**src/cfg_pkg.sv**
```systemverilog
package cfg_pkg;

    // ------------------------------------------------------------
    // Field widths
    // ------------------------------------------------------------
    // Address offset, also the width of the sequence number
    parameter int ADDR_W  = 16;
    parameter int SHIFT_W = 4;
    parameter int DATA_W  = 32;
    parameter int HOPS_W  = 8;
    parameter int KIND_W  = 4;

    // ------------------------------------------------------------
    // Buffer kind codes
    // ------------------------------------------------------------
    // Only the two setup kinds are kept by the filter
    parameter logic [KIND_W-1:0] KIND_CU_SETUP     = 4'd2;
    parameter logic [KIND_W-1:0] KIND_ENGINE_SETUP = 4'd3;

    // ------------------------------------------------------------
    // Engine window
    // ------------------------------------------------------------
    // Slots per engine, one mask bit each
    parameter int SEQ_SLOTS = 16;
    parameter int SEQ_IDX_W = 4;

    // ------------------------------------------------------------
    // Response data word
    // ------------------------------------------------------------
    // Setup view of a response word, hop count in the low bits
    typedef struct packed {
        logic [DATA_W-HOPS_W-1:0] unused;
        logic [HOPS_W-1:0]        hops;
    } setup_word_t;

    // Raw word as moved by the filter and FIFO, setup view in slot 0
    typedef union packed {
        logic [DATA_W-1:0] raw;
        setup_word_t       setup;
    } data_word_u;

endpackage : cfg_pkg

```
**src/sync_fifo.sv**
```systemverilog
`timescale 1ns/1ps

module sync_fifo #(
    parameter int WIDTH       = 8,
    parameter int DEPTH       = 32,
    parameter int PROG_THRESH = 16
) (
    input  logic             ap_clk,
    input  logic             areset_csr_index_generator,
    input  logic             wr_en,
    input  logic [WIDTH-1:0] din,
    input  logic             rd_en,
    output logic [WIDTH-1:0] dout,
    output logic             empty,
    output logic             full,
    output logic             prog_full
);

    localparam int PTR_W = (DEPTH > 1) ? $clog2(DEPTH) : 1;
    localparam int CNT_W = $clog2(DEPTH + 1);

    logic [WIDTH-1:0] mem [DEPTH];
    logic [PTR_W-1:0] wr_ptr;
    logic [PTR_W-1:0] rd_ptr;
    logic [CNT_W-1:0] count;
    logic             wr_ok;
    logic             rd_ok;

    // Wrap at DEPTH, so depth need not be a power of two
    function automatic logic [PTR_W-1:0] ptr_next(input logic [PTR_W-1:0] ptr);
        if (ptr == PTR_W'(DEPTH - 1)) begin
            return '0;
        end
        return ptr + 1'b1;
    endfunction

    // Writes into a full FIFO and reads from an empty one are ignored
    assign wr_ok = wr_en & ~full;
    assign rd_ok = rd_en & ~empty;

    always_ff @(posedge ap_clk) begin
        if (areset_csr_index_generator) begin
            wr_ptr <= '0;
            rd_ptr <= '0;
            count  <= '0;
        end else begin
            if (wr_ok) wr_ptr <= ptr_next(wr_ptr);
            if (rd_ok) rd_ptr <= ptr_next(rd_ptr);
            case ({wr_ok, rd_ok})
                2'b10:   count <= count + 1'b1;
                2'b01:   count <= count - 1'b1;
                default: count <= count;
            endcase
        end
    end

    always_ff @(posedge ap_clk) begin
        if (wr_ok) mem[wr_ptr] <= din;
    end

    // Show-ahead head word
    assign dout      = mem[rd_ptr];
    assign empty     = (count == '0);
    assign full      = (count == CNT_W'(DEPTH));
    assign prog_full = (count >= CNT_W'(PROG_THRESH));

endmodule : sync_fifo

```
**src/response_filter.sv**
```systemverilog
`timescale 1ns/1ps

module response_filter #(
    parameter int ID_RELATIVE = 0
) (
    input  logic                           ap_clk,
    input  logic                           areset_csr_index_generator,
    input  logic                           resp_valid,
    input  logic [cfg_pkg::KIND_W-1:0]     resp_kind,
    input  logic [cfg_pkg::ADDR_W-1:0]     resp_offset,
    input  logic [cfg_pkg::SHIFT_W-1:0]    resp_shift,
    input  cfg_pkg::data_word_u            resp_data,
    input  logic                           resp_ready,
    output logic                           push,
    output logic [cfg_pkg::SEQ_IDX_W-1:0]  push_slot,
    output cfg_pkg::data_word_u            push_data
);

    // First sequence number of this engine's window
    localparam logic [cfg_pkg::ADDR_W-1:0] SEQ_MIN =
        cfg_pkg::ADDR_W'(ID_RELATIVE * cfg_pkg::SEQ_SLOTS);

    logic                          in_valid;
    logic [cfg_pkg::KIND_W-1:0]    in_kind;
    logic [cfg_pkg::ADDR_W-1:0]    in_offset;
    logic [cfg_pkg::SHIFT_W-1:0]   in_shift;
    cfg_pkg::data_word_u           in_data;
    logic [cfg_pkg::ADDR_W-1:0]    seq;
    logic [cfg_pkg::ADDR_W-1:0]    seq_rel;
    logic                          kind_ok;
    logic                          in_window;

    // ------------------------------------------------------------
    // Input register stage
    // ------------------------------------------------------------
    always_ff @(posedge ap_clk) begin
        if (areset_csr_index_generator) begin
            in_valid <= 1'b0;
        end else begin
            in_valid <= resp_valid & resp_ready;
        end
    end

    always_ff @(posedge ap_clk) begin
        in_kind   <= resp_kind;
        in_offset <= resp_offset;
        in_shift  <= resp_shift;
        in_data   <= resp_data;
    end

    // ------------------------------------------------------------
    // Sequence number and filter
    // ------------------------------------------------------------
    assign seq     = in_offset >> in_shift;
    assign seq_rel = seq - SEQ_MIN;
    assign kind_ok = (in_kind == cfg_pkg::KIND_CU_SETUP) ||
                     (in_kind == cfg_pkg::KIND_ENGINE_SETUP);
    // Relative compare keeps the upper bound free of overflow
    assign in_window = (seq >= SEQ_MIN) && (seq_rel < cfg_pkg::ADDR_W'(cfg_pkg::SEQ_SLOTS));

    assign push      = in_valid & kind_ok & in_window;
    assign push_slot = seq_rel[cfg_pkg::SEQ_IDX_W-1:0];
    assign push_data = in_data;

endmodule : response_filter

```
**src/config_collector.sv**
```systemverilog
`timescale 1ns/1ps

module config_collector (
    input  logic                           ap_clk,
    input  logic                           areset_csr_index_generator,
    input  logic                           slot_valid,
    input  logic [cfg_pkg::SEQ_IDX_W-1:0]  slot,
    input  cfg_pkg::data_word_u            slot_data,
    input  logic                           out_prog_full,
    output logic                           slot_pop,
    output logic                           cfg_push,
    output logic [cfg_pkg::HOPS_W-1:0]     cfg_push_hops
);

    logic [cfg_pkg::SEQ_SLOTS-1:0] slot_mask;
    logic [cfg_pkg::HOPS_W-1:0]    hops_reg;
    logic                          mask_full;

    // ------------------------------------------------------------
    // Pop control
    // ------------------------------------------------------------
    assign mask_full = &slot_mask;

    // Hold the response FIFO while a finished window is emitted
    // or the output FIFO is close to full
    assign slot_pop = slot_valid & ~mask_full & ~out_prog_full;

    // ------------------------------------------------------------
    // Slot mask and emission
    // ------------------------------------------------------------
    always_ff @(posedge ap_clk) begin
        if (areset_csr_index_generator) begin
            slot_mask <= '0;
            cfg_push  <= 1'b0;
        end else begin
            cfg_push <= mask_full;
            if (mask_full) begin
                // Window complete, start collecting the next one
                slot_mask <= '0;
            end else if (slot_pop) begin
                slot_mask[slot] <= 1'b1;
            end
        end
    end

    // Hop count comes from slot 0 only, a repeat slot 0 overwrites it
    always_ff @(posedge ap_clk) begin
        if (slot_pop && (slot == '0)) begin
            hops_reg <= slot_data.setup.hops;
        end
    end

    // Stable through the push cycle since slot 0 pops are
    // blocked while the mask is full
    assign cfg_push_hops = hops_reg;

endmodule : config_collector

```
**src/forward_config_memory.sv**
```systemverilog
`timescale 1ns/1ps

module forward_config_memory #(
    parameter int ID_RELATIVE = 0,
    parameter int FIFO_DEPTH  = 32,
    parameter int PROG_THRESH = 16
) (
    input  logic                         ap_clk,
    input  logic                         areset_csr_index_generator,
    input  logic                         resp_valid,
    input  logic [cfg_pkg::KIND_W-1:0]   resp_kind,
    input  logic [cfg_pkg::ADDR_W-1:0]   resp_offset,
    input  logic [cfg_pkg::SHIFT_W-1:0]  resp_shift,
    input  cfg_pkg::data_word_u          resp_data,
    input  logic                         cfg_ready,
    output logic                         resp_ready,
    output logic                         cfg_valid,
    output logic [cfg_pkg::HOPS_W-1:0]   cfg_hops
);

    localparam int RESP_W = cfg_pkg::SEQ_IDX_W + cfg_pkg::DATA_W;

    // Filter to response FIFO
    logic                          filt_push;
    logic [cfg_pkg::SEQ_IDX_W-1:0] filt_slot;
    cfg_pkg::data_word_u           filt_data;

    // Response FIFO to collector
    logic [RESP_W-1:0]             resp_dout;
    logic                          resp_empty;
    logic                          resp_prog_full;
    logic                          resp_pop;
    logic [cfg_pkg::SEQ_IDX_W-1:0] head_slot;
    cfg_pkg::data_word_u           head_data;

    // Collector to output FIFO
    logic                          coll_push;
    logic [cfg_pkg::HOPS_W-1:0]    coll_hops;
    logic                          out_empty;
    logic                          out_prog_full;

    // ------------------------------------------------------------
    // Stream handshakes
    // ------------------------------------------------------------
    // Threshold at depth minus 4 covers words still in the filter stage
    assign resp_ready = ~resp_prog_full;
    assign cfg_valid  = ~out_empty;

    response_filter #(
        .ID_RELATIVE(ID_RELATIVE)
    ) u_filter (
        .ap_clk                    (ap_clk),
        .areset_csr_index_generator(areset_csr_index_generator),
        .resp_valid                (resp_valid),
        .resp_kind                 (resp_kind),
        .resp_offset               (resp_offset),
        .resp_shift                (resp_shift),
        .resp_data                 (resp_data),
        .resp_ready                (resp_ready),
        .push                      (filt_push),
        .push_slot                 (filt_slot),
        .push_data                 (filt_data)
    );

    // Slot index in the top bits, data word below
    sync_fifo #(
        .WIDTH      (RESP_W),
        .DEPTH      (FIFO_DEPTH),
        .PROG_THRESH(FIFO_DEPTH - 4)
    ) u_resp_fifo (
        .ap_clk                    (ap_clk),
        .areset_csr_index_generator(areset_csr_index_generator),
        .wr_en                     (filt_push),
        .din                       ({filt_slot, filt_data}),
        .rd_en                     (resp_pop),
        .dout                      (resp_dout),
        .empty                     (resp_empty),
        .full                      (),
        .prog_full                 (resp_prog_full)
    );

    assign head_slot = resp_dout[RESP_W-1 -: cfg_pkg::SEQ_IDX_W];
    assign head_data = resp_dout[cfg_pkg::DATA_W-1:0];

    config_collector u_collector (
        .ap_clk                    (ap_clk),
        .areset_csr_index_generator(areset_csr_index_generator),
        .slot_valid                (~resp_empty),
        .slot                      (head_slot),
        .slot_data                 (head_data),
        .out_prog_full             (out_prog_full),
        .slot_pop                  (resp_pop),
        .cfg_push                  (coll_push),
        .cfg_push_hops             (coll_hops)
    );

    // Output FIFO pops on each cfg transfer
    sync_fifo #(
        .WIDTH      (cfg_pkg::HOPS_W),
        .DEPTH      (FIFO_DEPTH),
        .PROG_THRESH(PROG_THRESH)
    ) u_out_fifo (
        .ap_clk                    (ap_clk),
        .areset_csr_index_generator(areset_csr_index_generator),
        .wr_en                     (coll_push),
        .din                       (coll_hops),
        .rd_en                     (cfg_valid & cfg_ready),
        .dout                      (cfg_hops),
        .empty                     (out_empty),
        .full                      (),
        .prog_full                 (out_prog_full)
    );

endmodule : forward_config_memory

```
**config.mk**
```make
export PLATFORM = sky130hd
export DESIGN_NAME = forward_config_memory
export DESIGN_NICKNAME = d
export VERILOG_FILES = /design/src/cfg_pkg.sv /design/src/sync_fifo.sv /design/src/response_filter.sv /design/src/config_collector.sv /design/src/forward_config_memory.sv
export SDC_FILE = /design/constraint.sdc
export NUM_CORES = 1
export LEC_CHECK = 0
export ABC_AREA = 1
export BUFFER_PORTS_ARGS = -buffer_cell sky130_fd_sc_hd__buf_2
export CORE_MARGIN = 1
export CORE_UTILIZATION = 37
export CTS_BUF_LIST = sky130_fd_sc_hd__clkbuf_2 sky130_fd_sc_hd__clkbuf_4 sky130_fd_sc_hd__clkbuf_8
export DETAILED_ROUTE_END_ITERATION = 10
export HOLD_SLACK_MARGIN = 0.1
export SYNTH_ARGS = -nofsm -noshare
export SYNTH_HDL_FRONTEND = slang
export SYNTH_HIERARCHICAL = 1
export SYNTH_SLANG_ARGS = --single-unit
```
**constraint.sdc**
```tcl
create_clock -name ap_clk -period 3.3 [get_ports ap_clk]
set_input_delay 0.495 -clock ap_clk [delete_from_list [all_inputs] [get_ports ap_clk]]
set_output_delay 0.495 -clock ap_clk [all_outputs]
set_load 0.05 [all_outputs]
```
==> metrics.md, run 1 <==
| Metric | Value |
|---|---|
| Global-route wire length before repair | 112000 microns |
| Reg clk slew, reported paths | roughly 0.060 ns |
| DR vias/cell | about 5.0 |
| Filler instances | roughly 7700 |
| Leakage | ~13 nW |
| Pre-antenna DRT Iters | 5 |
| Max Cap Violations | 0 |
| Post-Syn Area | roughly 31000 sq um |
| Max frequency | 0.313 GHz |
| Pins Over Slew Limit | 0 |
| Setup violators final | 0 |
| Final wirelength | 72400 microns |
| Placed inst area | 32300 sq um |
| Fin area | between 30000 and 40000 sq um |
| Gp weighted congestion | 0.827 |
| Setup Fix Bufs, Post-CTS | 0 |
| CP Data Required Time | ~2.8 ns |
| Die Ht | a little under 300 microns |
| Routed len/inst | 17.6 microns |
| Crit. End Element | output pin |
| Rel. slew slack | 19.5% |
| IO Count | 70 |
| Fin crit period | 3.19 ns |
| Crit start category | flop |
| Unrepaired setup endpoints after global routing | false |
| Crit path cell chain | inv_4 -> buf_4 -> nand3_1 -> nand3_1 -> a21oi_1 -> nor2_1 -> a21oi_1 -> buf_2 |
| Hold path start | areset_csr_index_generator |
| Fin. Hold Viols | 0 |
| Maximum VDD drop | 0.000399 V |
| Syn Nets | 2958 |
| Worst-Margin Slew | 1.21 ns |
| Die width | 292 microns |
| Setup CP Type | reg2out |
| CTS tree | yes |
| Synth Instances | 2878 |
| Worst-Skew Late Latency | 0.74 ns |
| Total power | 0.0218 W |
| Max Clock Skew | 0.0558 ns |
| Worst min path class | in2reg |
| Mean post-synth cell area | 10.8 sq um |
| Total CTS buffers | 113 |
| Grt total ovfl | 0 |
| Setup TNS Final | 0 ns |
| Final worst path period share | 96.8% |
| Nets | 3037 |
| Ratio of cells with drive above 1 in the final layout | 12.8% |
| CP max-delay cell | dfxtp_2 |
| Worst path arrival time | 2.70 ns |
| Num rows | 105 |
| Status | complete, no violations |
| Vias in the first global route | 19500 |
| Crit-path max FO | 31 |
| R2r setup slk | 0.40 ns |
| Routed Antenna Nets | 0 |
| Via count | 20400 |
| Hold path endpoint | u_filter/in_valid |
| HPWL Detailed | 42400 microns |
| PortBufs | 44 |
| Core area | 82600 sq um |
| Initial antenna violation count | 1 |
| DRC Markers | 0 |
| Fin Hold WS | approximately 0.24 ns |
| Slowest cell delay on critical path | 0.39 ns |
| Clock net sink count | between 700 and 800 |
| Worst reg2reg endpoint | u_collector/cfg_push_hops[7] |
| Clock Path Buffers | 3 |
| YS warnings | 6 |
| GR Util All Layers | 16.9% |
| Die area | 85200 sq um |
| Worst r2r path cells | 14 |
| Area Growth Syn to Fin | 12.7% |
| CTS H-tree lvls | 3 |
| Initial Util | 37.6% |
| Power Dens Cells | 621 nW/um^2 |
| Clock root cell | clkbuf_8 |
| Largest net degree at the start of global routing | 105 |
| Initial DRC count | around 1500 |
| Hold depth | 2 |
[flip-flops by register name, summed over array words and instances (netlist names), 5 cells and up, named ones only]
| signal | flops |
|---|---|
| u_out_fifo/rd_ptr | 5 |
| u_out_fifo/wr_ptr | 5 |
| u_out_fifo/count | 6 |
| u_resp_fifo/wr_ptr | 5 |
| u_resp_fifo/count | 6 |
| u_resp_fifo/mem | 384 |
| u_filter/push_data | 8 |
| u_collector/slot_mask | 16 |
| u_filter/in_offset | 16 |
| u_collector/cfg_push_hops | 8 |
| u_out_fifo/mem | 256 |
| u_resp_fifo/rd_ptr | 5 |
[routing by layer]
layer | track usage, % | vias to the layer above | share of wire (%)
li1 | - | 9993 | -
met1 | 22.7 | 9767 | 44
met2 | 28.2 | 579 | 49
met3 | 2.36 | 95 | 5.3
met4 | 5.12 | 0 | 1.9
met5 | 0 | - | 0
[final cells by class]
cell class	count	area, sq um	share of cell area, %
timing repair buffer	187	1510	4.31
multi-input combinational	1800	8070	23.0
clock buffer	150	1880	5.35
clock inverter	60	522	1.49
tap	1070	1340	3.82
inverter	116	449	1.28
antenna	1	2.50	0.00714
sequential	739	21300	60.7
[worst max-delay path by stage]
stage	end	cells past startpoint	slack [ns]	start
after detailed placement	u_resp_fifo/count[4]	22	0.41	u_filter/in_shift[0]
final	cfg_hops[3]	8	0.11	flop
after global routing	cfg_hops[3]	5	0.004	flop
after CTS	cfg_hops[3]	5	0.03	flop
after global placement	u_resp_fifo/count[4]	22	0.40	u_filter/in_shift[0]
after floorplan	u_resp_fifo/count[4]	26	0.61	u_resp_fifo/count[0]
[critical path, delay by kind of cell, from the launching register on]
family,cells,cell delay [ns]
AND/OR/NAND/NOR,3,0.37
buffers and inverters,3,0.75
AO/OA/AOI/OAI,2,0.51
flip-flops,1,0.39
[through the flow]
step,setup WS [ns],instances,utilization [%]
after floorplan,0.613,2878,-
after global placement,0.397,3880,39.1
after detailed placement,0.413,3880,39.1
after CTS,0.0294,4122,42.4
after global routing,0.00403,4123,42.4
final,0.106,4123,42.4
[timing repair]
item / 4_1_cts / 5_1_grt
hold endpoints to repair: 32 / 0
hold buffers: 32 / 0
resized for setup: 1 / 0
endpoints found under the setup margin: 3 / 0
[cell usage in the layout, fill, tap and decap left out, types with 5 or more instances in the layout]
cell           instances
clkbuf_4              30
a21oi_2               11
buf_2                 44
clkinv_1              19
clkinv_2              25
o21ai_0               28
inv_1                108
xnor2_1                6
bufinv_16              7
o31ai_1               21
buf_12                11
nor2_1               139
nand2_2                5
buf_4                100
edfxtp_1             648
clkbuf_8             120
nand3_1              483
nand2_1              902
dfxtp_1               84
dlygate4sd3_1         32
ha_1                  20
a21oi_1              153
[report_power, final]
part	leakage [nW]	switching (W)	internal (W)
sequential	6.58	0.000132	0.0103
combinational	5.02	0.00237	0.00102
clock	1.27	0.00362	0.00431
Note: power is estimated with default switching activity, not from simulation.
==> inputs of run 2 (changes only) <==
Settings changed: CORE_ASPECT_RATIO from default to 1.2.
==> metrics.md, run 2 (synthesis results as in run 1) <==
| Metric | Value |
|---|---|
| Status | complete, no violations |
| Clock Path Buffers | 3 |
| Fin. Hold Viols | 0 |
| Maximum VDD drop | between 0.0003 and 0.0004 V |
| Rel. slew slack | 21.6% |
| Filler instances | 7941 |
| Largest net degree at the start of global routing | 82 |
| Crit-path max FO | 13 |
| Pre-antenna DRT Iters | 5 |
| Grt total ovfl | 0 |
| Ratio of cells with drive above 1 in the final layout | 12.8% |
| Clock root cell | clkbuf_8 |
| Initial Util | 37.3% |
| Sequential power share | 49.0% |
| Final wirelength | roughly 72000 microns |
| Routed Antenna Nets | 0 |
| Crit start category | flop |
| Area Growth Syn to Fin | 12.5% |
| Max FFs per register | 384 |
| Worst path arrival time | 2.62 ns |
| Die width | roughly 270 microns |
| CTS tree | yes |
| Commonest cells after routing, fill and taps aside | nand2_1, edfxtp_1, nand3_1, a21oi_1, nor2_1 |
| Vias in the first global route | 20000 |
| Cell type group with the largest total delay on the critical path | buffers and inverters |
| Setup CP Type | reg2out |
| HPWL Detailed | 43300 microns |
| Sw Share | between 20% and 30% |
| Core area | roughly 83000 sq um |
| Top flop regs | u_resp_fifo/mem: 384 flops, u_out_fifo/mem: 256 flops |
| Combinational fraction of design power | between 10% and 20% |
| Int Power | 0.0154 W |
| Pins Over Slew Limit | 0 |
| Clock net sink count | approximately 740 |
| Clock Power Share | 34.9% |
| Power Dens Cells | 610 nW/um^2 |
| Sequential cell area | about 21000 sq um |
| Total CTS buffers | 112 |
| Gp weighted congestion | 0.810 |
| CTS H-tree lvls | 3 |
| Initial antenna violation count | 1 |
| CP Data Required Time | about 2.8 ns |
| Routed len/inst | approximately 17 microns |
| Reg clk slew, reported paths | 0.06 ns |
| Commonest non-fill, non-tap cell in the layout | nand2_1 |
| Global-route wire length before repair | ~110000 microns |
| Initial DRC count | 1569 |
| GR Util All Layers | between 10% and 20% |
| Max frequency | 0.321 GHz |
| Setup violators final | 0 |
| DR vias/cell | a little under 5 |
| Crit path cell chain | buf_4 -> buf_6 -> nand2_1 -> nand3_1 -> nand3_1 -> a21oi_1 -> nor2_1 -> a21oi_1 -> buf_2 |
| Worst min path class | in2reg |
| Worst-Margin Slew | 1.18 ns |
| Buf/Inv on CP | 3 |
| Setup TNS Final | 0 ns |
| IO Count | 70 |
| Slowest cell delay on critical path | 0.40 ns |
| Max Clock Skew | 0.0379 ns |
| Sw Pwr | 0.00596 W |
| Fin Hold WS | 0.213 ns |
| Nets | 3036 |
| Num rows | around 120 |
| Area occupied by multi-input gates | about 8100 sq um |
| Most flop-heavy register | u_resp_fifo/mem |
| PortBufs | 44 |
| Leakage | 12.8 nW |
| Max Cap Violations | 0 |
| Worst-Skew Late Latency | 0.73 ns |
| Crit. End Element | output pin |
| Die Ht | 320 microns |
| Via count | 20200 |
| CP max-delay cell | dfxtp_4 |
| DRC Markers | 0 |
| Fin crit period | 3.12 ns |
| Final worst path period share | 94.5% |
| Die area | about 85000 sq um |
run 2: cell types whose count changed in the layout (fill, tap and decap cells not counted), moves of 3 or more:
cell | previous run | this run
clkinv_2 | 25 | 6
buf_6 | 0 | 3
nor2_1 | 139 | 136
clkinv_1 | 19 | 15
nor2_2 | 4 | 7
clkbuf_4 | 30 | 47
clkbuf_8 | 120 | 126
bufinv_16 | 7 | 0
buf_2 | 44 | 41
run 2: worst register-to-register path: cells and delay by family, from the launching register on:
| kind | cells | cell delay (ns) |
|---|---|---|
| flip-flops | 1 | 0.53 |
| AO/OA/AOI/OAI | 2 | 0.24 |
| buffers and inverters | 4 | 0.83 |
| AND/OR/NAND/NOR | 7 | 0.96 |
run 2: what timing repair did:
action	in CTS	in global routing
gates resized for setup	2	10
endpoints found under the setup margin	8	6
endpoints found under the hold margin	32	0
hold buffers	32	0
setup buffers	2	0
run 2: power groups by stage:
stage | combinational, W | clock (W) | sequential (W)
floorplan | 0.00264 | 0 | 0.0106
global placement | 0.00340 | 0 | 0.0106
detailed placement | 0.00342 | 0 | 0.0107
CTS | 0.00345 | 0.00767 | 0.0105
global route | 0.00384 | 0.00807 | 0.0105
finish | 0.00343 | 0.00746 | 0.0105
run 2: through the flow:
stage	area, sq um	utilization, %	instances	power [W]	setup slack, ns
CTS	35000	42.0	4164	0.0216	0.0654
floorplan	31100	-	2878	0.0133	0.613
global route	35000	42.0	4165	0.0224	-0.0205
global placement	32400	38.9	3929	0.0140	0.432
detailed placement	32400	38.9	3929	0.0141	0.406
finish	35000	42.0	4165	0.0213	0.181
run 2: path summary, 6_finish.rpt:
| check | from | end | slack (ns) | cells after the start |
|---|---|---|---|---|
| setup / recovery | flop | cfg_hops[6] | 0.18 | 9 |
| hold / removal | areset_csr_index_generator | u_filter/in_valid | 0.21 | 2 |
| setup reg to reg | flop | u_collector/cfg_push_hops[0] | 0.37 | 13 |
| hold reg to reg | u_collector/slot_mask[4] | u_collector/slot_mask[4] | 0.45 | 2 |
run 2: metal layers:
metal	vias up	wire, microns	share of wire, %	GRT usage [%]
met1	9609	28300	39	19.5
met4	0	2080	2.9	6.49
met5	-	0	0	0
li1	9977	-	-	-
met2	530	38000	53	31.3
met3	128	3860	5.3	3.00
run 2: final cells by class:
cell class	instances	area share, %
Clock buffer	171	5.92
Sequential cell	739	60.8
Timing Repair Buffer	187	4.36
Multi-Input combinational cell	1800	23.1
Tap cell	1121	4.01
Clock inverter	30	0.483
Antenna cell	1	0.00715
Inverter	116	1.29
